**src/design/capi_pkg.sv**
```systemverilog
// Link-side definitions shared by every block that sees the processor link

package capi_pkg;

  ////////////////////////////////////////////////////////////
  // Command tags
  ////////////////////////////////////////////////////////////

  localparam int tag_width = 8;

  typedef logic [tag_width-1:0] tag_t;

  // Kinds of command the accelerator can issue
  typedef enum logic [1:0] {
    cmd_none  = 2'd0,
    cmd_read  = 2'd1,
    cmd_wed   = 2'd2,
    cmd_write = 2'd3
  } cmd_type_t;

  ////////////////////////////////////////////////////////////
  // Response codes
  ////////////////////////////////////////////////////////////

  // Encodings as returned on the link response bus
  typedef enum logic [7:0] {
    done   = 8'h00,
    aerror = 8'h01,
    derror = 8'h03,
    nlock  = 8'h04,
    nres   = 8'h05,
    failed = 8'h08,
    paged  = 8'h0a
  } response_code_t;

  ////////////////////////////////////////////////////////////
  // Buffer write data and parity
  ////////////////////////////////////////////////////////////

  // One buffer write carries half of a 1024-bit cache line
  localparam int half_width = 512;
  localparam int dw_count   = 8;

  // Link parity is odd on both tag and data
  localparam logic parity_odd = 1'b1;

endpackage
```
**src/design/afu_pkg.sv**
```systemverilog
// Accelerator-side constants and the records kept per tag on the read path

package afu_pkg;

  import capi_pkg::*;

  ////////////////////////////////////////////////////////////
  // Sizing
  ////////////////////////////////////////////////////////////

  // One RAM slot per possible tag
  localparam int tag_count = 256;

  // Identifier of the compute unit that issued a command
  localparam int cu_id_width = 16;

  ////////////////////////////////////////////////////////////
  // Command record, kept per tag at issue time
  ////////////////////////////////////////////////////////////

  typedef struct packed {
    cmd_type_t              cmd_type;
    logic [cu_id_width-1:0] cu_id;
  } cmd_record_t;

  ////////////////////////////////////////////////////////////
  // Stored half line
  ////////////////////////////////////////////////////////////

  // Marks are mutually exclusive and come from the command type
  typedef struct packed {
    logic                  read_mark;
    logic                  wed_mark;
    cmd_record_t           record;
    tag_t                  tag;
    logic [half_width-1:0] data;
  } half_entry_t;

endpackage

```
**src/design/command_tag_table.sv**
```systemverilog
// Per-tag record of issued commands, looked up by the read path on each buffer write

`timescale 1ns/1ns

module command_tag_table
  import capi_pkg::*;
  import afu_pkg::*;
(
  input  logic                   clock,
  input  logic                   rstn,
  input  logic                   cmd_valid,
  input  tag_t                   cmd_tag,
  input  cmd_type_t              cmd_type,
  input  logic [cu_id_width-1:0] cmd_cu_id,
  input  tag_t                   lookup_tag,
  output cmd_record_t            lookup_record
);

  logic [tag_count-1:0] tag_valid;
  logic                 lookup_valid;
  cmd_record_t          cmd_record;
  cmd_record_t          stored_record;

  assign cmd_record = '{cmd_type: cmd_type, cu_id: cmd_cu_id};

  ////////////////////////////////////////////////////////////
  // Valid bit per tag
  ////////////////////////////////////////////////////////////

  // Sampled alongside the RAM read so both line up one cycle later
  always_ff @(posedge clock or negedge rstn) begin
    if (!rstn) begin
      tag_valid    <= '0;
      lookup_valid <= 1'b0;
    end else begin
      if (cmd_valid) begin
        tag_valid[cmd_tag] <= 1'b1;
      end
      lookup_valid <= tag_valid[lookup_tag];
    end
  end

  tag_ram #(
    .entry_t(cmd_record_t)
  ) u_record_ram (
    .clock   (clock),
    .we      (cmd_valid),
    .wr_addr (cmd_tag),
    .data_in (cmd_record),
    .rd_addr (lookup_tag),
    .data_out(stored_record)
  );

  // Unissued tags read back as no command
  always_comb begin
    if (lookup_valid) begin
      lookup_record = stored_record;
    end else begin
      lookup_record = '{cmd_type: cmd_none, cu_id: '0};
    end
  end

  // cmd_none is reserved for the empty slot
  a_cmd_has_type : assert property (
    @(posedge clock) disable iff (!rstn) cmd_valid |-> cmd_type != cmd_none
  ) else $error("command recorded with type cmd_none");

endmodule

```
**src/design/tag_ram.sv**
```systemverilog
// Tag-indexed storage with a registered read, shared by the command table and read path

`timescale 1ns/1ns

module tag_ram
  import capi_pkg::*;
  import afu_pkg::*;
#(
  parameter type entry_t = logic [7:0]
) (
  input  logic   clock,
  input  logic   we,
  input  tag_t   wr_addr,
  input  entry_t data_in,
  input  tag_t   rd_addr,
  output entry_t data_out
);

  entry_t mem [tag_count];

  // Read returns the old contents on a same-address write
  always_ff @(posedge clock) begin
    if (we) begin
      mem[wr_addr] <= data_in;
    end
    data_out <= mem[rd_addr];
  end

  // An unknown address would corrupt an arbitrary slot
  a_wr_addr_known : assert property (
    @(posedge clock) we |-> !$isunknown(wr_addr)
  ) else $error("tag_ram write with unknown address");

endmodule

```
**config.mk**
```make
export PLATFORM = sky130hd
export DESIGN_NAME = command_tag_table
export DESIGN_NICKNAME = d
export VERILOG_FILES = /design/src/design/capi_pkg.sv /design/src/design/afu_pkg.sv /design/src/design/command_tag_table.sv /design/src/design/tag_ram.sv
export SDC_FILE = /design/constraint.sdc
export NUM_CORES = 2
export LEC_CHECK = 0
export BUFFER_PORTS_ARGS = -buffer_cell sky130_fd_sc_hd__buf_2
export CAP_MARGIN = 20
export CORE_MARGIN = 5
export CORE_UTILIZATION = 50
export CTS_CLUSTER_DIAMETER = 30
export CTS_CLUSTER_SIZE = 12
export DETAILED_ROUTE_END_ITERATION = 16
export PLACE_DENSITY_LB_ADDON = 0.12
export SLEW_MARGIN = 10
export SYNTH_ARGS = -nofsm -noshare
export SYNTH_HDL_FRONTEND = slang
export SYNTH_MEMORY_MAX_BITS = 65536
export SYNTH_SLANG_ARGS = --single-unit
```
**constraint.sdc**
```tcl
create_clock -name clock -period 3.92 [get_ports clock]
set_input_delay 1.176 -clock clock [delete_from_list [all_inputs] [get_ports clock]]
set_output_delay 1.176 -clock clock [all_outputs]
set_load 0.02 [all_outputs]
```
==> Yosys cells after proc, flatten, opt, wreduce, memory -nomap -nowiden <==
Memory sizes are Yosys's and may differ from the RTL's. A register that Yosys moved wholly into a read port is not among the register bits.
Cells that the tools add are included.
{ "word_totals": {"inputBits": 37, "out_inout_bits": 18, "n_memories": 1, "mem_bits_rw": 4608, "ff_bits": 257, "word_cells": 15} }
{ "mem_list": {"columns": ["name", "words", "word_bits", "rd", "rd_clocked_by_memory_dff", "write_ports", "line_no", "rtl"], "rows": [
  ["u_record_ram.mem", 256, 18, 1, 1, 1, "tag_ram.sv:19", "entry_t mem [tag_count];"]
]} }
{ "op_classes": {"reduce_logical": 1, "bitwise_logic": 1, "magnitude_cmp": 3, "muxes": 7} }
{ "ops": {"columns": ["operator", "n"], "rows": [
  ["$or A256 B256 Y256", 1],
  ["$lt A8 B9 Y1 const B", 2],
  ["$mux W18", 1],
  ["$bmux W1 S8", 1],
  ["$demux W1 S8", 1],
  ["$ge A8 B1 Y1 const B", 1],
  ["$mux W1", 4],
  ["$logic_and A1 B1 Y1", 1]
]} }

==> Longest topological paths before layout <==
{ "depth": {"depth_word": 5, "ltp_mapped": 13} }

==> Cells and area by module <==
A second synthesis with hierarchy kept.
{ "unflattened": {"hier_cells": 9130, "area_unflattened_um2": 189485.5} }
{ "by_module_without_submodules": {"columns": ["mod", "seq_area_each_um2", "area_per_inst_um2", "n_inst", "cells_each"], "rows": [
  ["tag_ram", 138733.1, 178222.2, 1, 8281],
  ["command_tag_table", 6431.2, 11263.3, 1, 849]
]} }

==> Least setup slack after synthesis <==
Ideal clock, no wire load.
{ "synth_path": {"path_kind": "input -> register", "start": "input cmd_tag[1]", "end": "memory u_record_ram.mem[238][0] in the netlist's numbering, enable pin", "stages": 6, "slack_ps": 473, "arrival_ps": 3054, "setup_ps": 393, "required_time_ps": 3527, "path_cell_list": "clkbuf_1 > nor2b_1 > clkbuf_1 > nand4_1 > clkbuf_1 > nor2_1"} }
{ "synth_lines": {"columns": ["element", "line_no", "rtl"], "rows": [
  ["start, declared", "command_tag_table.sv:12", "input tag_t cmd_tag,"],
  ["end, declared", "tag_ram.sv:19", null]
]} }
No word-level cell before the write port.

==> results.cfg <==
[finish]
design_area_um2 = 238000
area_growth_pct = 25.9
final_net_count = 10800
drive_gt1_share_pct = 38.7
fin_cells = 16600

[sta]
drv_slew = 0
max_freq_mhz = 264
max-slew-margin-rel_pct = 21.5
setup_viol = 0
hold_viol_final = 0
skew_ns = 0.0500
fin_crit_ns = 3.78
grt_setup_unrepaired = false
tns_ns = 0
tightest_slew_ns = 1.18
period_share_pct = 96.5
holdWs_ns = 0.101

[power_and_ir_drop]
max-vdd-ir-drop_uv = 433
netSwitchingFraction_pct = 21.9
p_per_area_nw_per_um2 = 612
p_leak_nw = 82.3
clockPowerShare_pct = 55.6
p_total_w = 0.145
p_comb_share_pct = 4.7
p_sw_w = 0.0318
p_int_w = 0.114
seqPwrFrac_pct = 39.7

[worst_setup_path]
cp.required_ns = 2.74
startpoint_type = flip-flop
ff2ff_path_depth = 9
crit_start = lookup_valid$_DFF_PN0_
crit_path_max_fanout = 18
worstPathArrival_ns = 2.61
cp_slowest_cell = and2_1
reg2reg_from = tag_valid[114]$_DFFE_PN0P_
criticalPathCategory = flip-flop to primary output
crit_end = lookup_record[3]
reg2reg_slack_ns = 0.86
reg2reg_to = lookup_valid$_DFF_PN0_
crit_chain = buf_4 -> and2_1 -> buf_2
cp_slowest_stage_delay_ns = 0.61
cp-end-kind = primary output

[drt]
drcViolationCount = 0
viasPerCell = 6.23
routed_wl_mm = 566
vias = 103000
drtIter0Drc = 13600
ant_nets = 0
firstDrtPassIters = 6
detail_route.wl_per_cell_um = 34.1

[logic_synthesis]
seq_area_frac_synth_pct = 76.9
synth_area_um2 = 189000
ys_warn_count = 0
yosys-top-cells-area = edfxtp_1 (73%), mux4_2 (12%), mux2i_1 (3.5%)
yosysMostFrequentCell = edfxtp_1
synth_edf_count = 4608
synth_area_per_cell_um2 = 20.9
synthCells = 9037
synth_largest_area_cell = edfxtp_1
ys_ff_latch = 4883
synth_common_cells = edfxtp_1 (4608), mux4_2 (969), mux2i_1 (666)
synth.distinct_cells = 68
synth_top_area_share_pct = 73.3
synthArstFlopShare_pct = 5.26
synthFlopType = edfxtp_1
syn_nets = 9074

[floorplanning]
die_x_um = 624
num_rows = 225
core_area_um2 = 376000
die_area_um2 = 390000
die_y_um = 624
initial_utilization_pct = 50.2
io_pins = 55

[clock_tree]
cts_hold_buf = 0
htree_levels = 6
clock_latency_ns = 1.10
cts_tree = yes
cts-root-buf = clkbuf_16
cts.sinks = 4883
ctsResizeCount = 0
post-cts-setup-buffers = 0
numCtsBuffers = 910
cts.path.max_buffers = 4
path_clk_slew_ns = 0.05

[placed_design]
gp_congestion = 0.929
dp_cells = 14900
placed_cell_area_um2 = 205000
hpwl_mm = 354
portBuffers = 54

[grt]
grt_pass1_vias = 104000
grt_max_degree = 127
antenna_found_initial = 41
grt_overflow_total = 0
grt_first_pass_wirelength_mm = 797
grtUsageTotal_pct = 28.8

[run_status]
status = completed

[min_path]
hp-class = input pin to asynchronous set/reset pin

[run]
max_cap_violations = 0
-- layout by cell type (no fill, tap or decap), drive strengths merged, types with 114 or more instances in the layout --
master    instances
clkbuf         1055
bufinv          144
mux2i           666
a21oi           119
edfxtp         4608
or2             260
mux4            969
o22ai           231
nand2           129
clkinvlp        121
nor2            313
buf            1352
inv             114
dfrtp           257
nor3            222
o221ai          135
clkinv          299
-- critical path: cells and delay by family (launching register included) --
kind,cells,cell delay [ns]
buf+inv,2,0.56
flops,1,0.32
simple gates,1,0.61
-- cell families after synthesis --
family                 share of synthesized area (%)
and+or+nand+nor                                 3.01
DFF                                             76.9
AOI/OAI and AO/OA                               3.08
muxes                                           15.3
buffers and inverters                           1.64
-- stage by stage --
stage | utilization, % | worst slack (ns)
after detailed placement | 54.5 | -0.812
final | 63.2 | 0.137
after global routing | 63.2 | 0.103
after global placement | 54.5 | -1.49
after floorplan | - | 0.473
after CTS | 63.2 | 0.105
-- power by group through the flow --
| stage | registers, W | clock network [W] | logic [W] |
|---|---|---|---|
| after floorplan | 0.0586 | 0 | 0.00307 |
| after global placement | 0.0586 | 0 | 0.00663 |
| after detailed placement | 0.0586 | 0 | 0.00675 |
| after CTS | 0.0577 | 0.0816 | 0.00678 |
| after global routing | 0.0576 | 0.0845 | 0.00705 |
| final | 0.0577 | 0.0809 | 0.00679 |
-- final cells by class --
type	instances	area [um^2]
sequential	4883	145000
fill	25600	138000
multi-input combinational	3614	41100
clock buffer	1054	23900
timing repair buffer	1356	12400
clock inverter	673	8620
tap	4994	6250
antenna	23	57.6
inverter	5	31.3
-- registers in the layout, indices dropped and copies added, names as in the netlist --
signal / count
tag_valid: 256
lookup_valid: 1
u_record_ram.mem: 4608
u_record_ram.data_out: 18
-- worst min path at each step --
stage                                from                    endpoint  slack (ns)  cells past startpoint
6_report                             rstn   tag_valid[77]$_DFFE_PN0P_        0.10                      1
5_1_grt                              rstn   tag_valid[76]$_DFFE_PN0P_        0.08                      1
4_1_cts                              rstn      lookup_valid$_DFF_PN0_        0.07                      1
3_5_place_dp    tag_valid[54]$_DFFE_PN0P_   tag_valid[54]$_DFFE_PN0P_        0.45                      1
3_3_place_gp    tag_valid[18]$_DFFE_PN0P_   tag_valid[18]$_DFFE_PN0P_        0.44                      1
2_1_floorplan  tag_valid[113]$_DFFE_PN0P_  tag_valid[113]$_DFFE_PN0P_        0.43                      1
-- per-layer routing --
metal | vias up | GRT usage (%) | share of wire [%]
li1 | 41700 | - | -
met1 | 55100 | 41.4 | 40
met2 | 5690 | 43.7 | 46
met3 | 905 | 6.13 | 9.9
met4 | 10 | 10.9 | 4.1
met5 | - | 0 | 0.012
No activity file was read; power rests on OpenSTA's default activity.
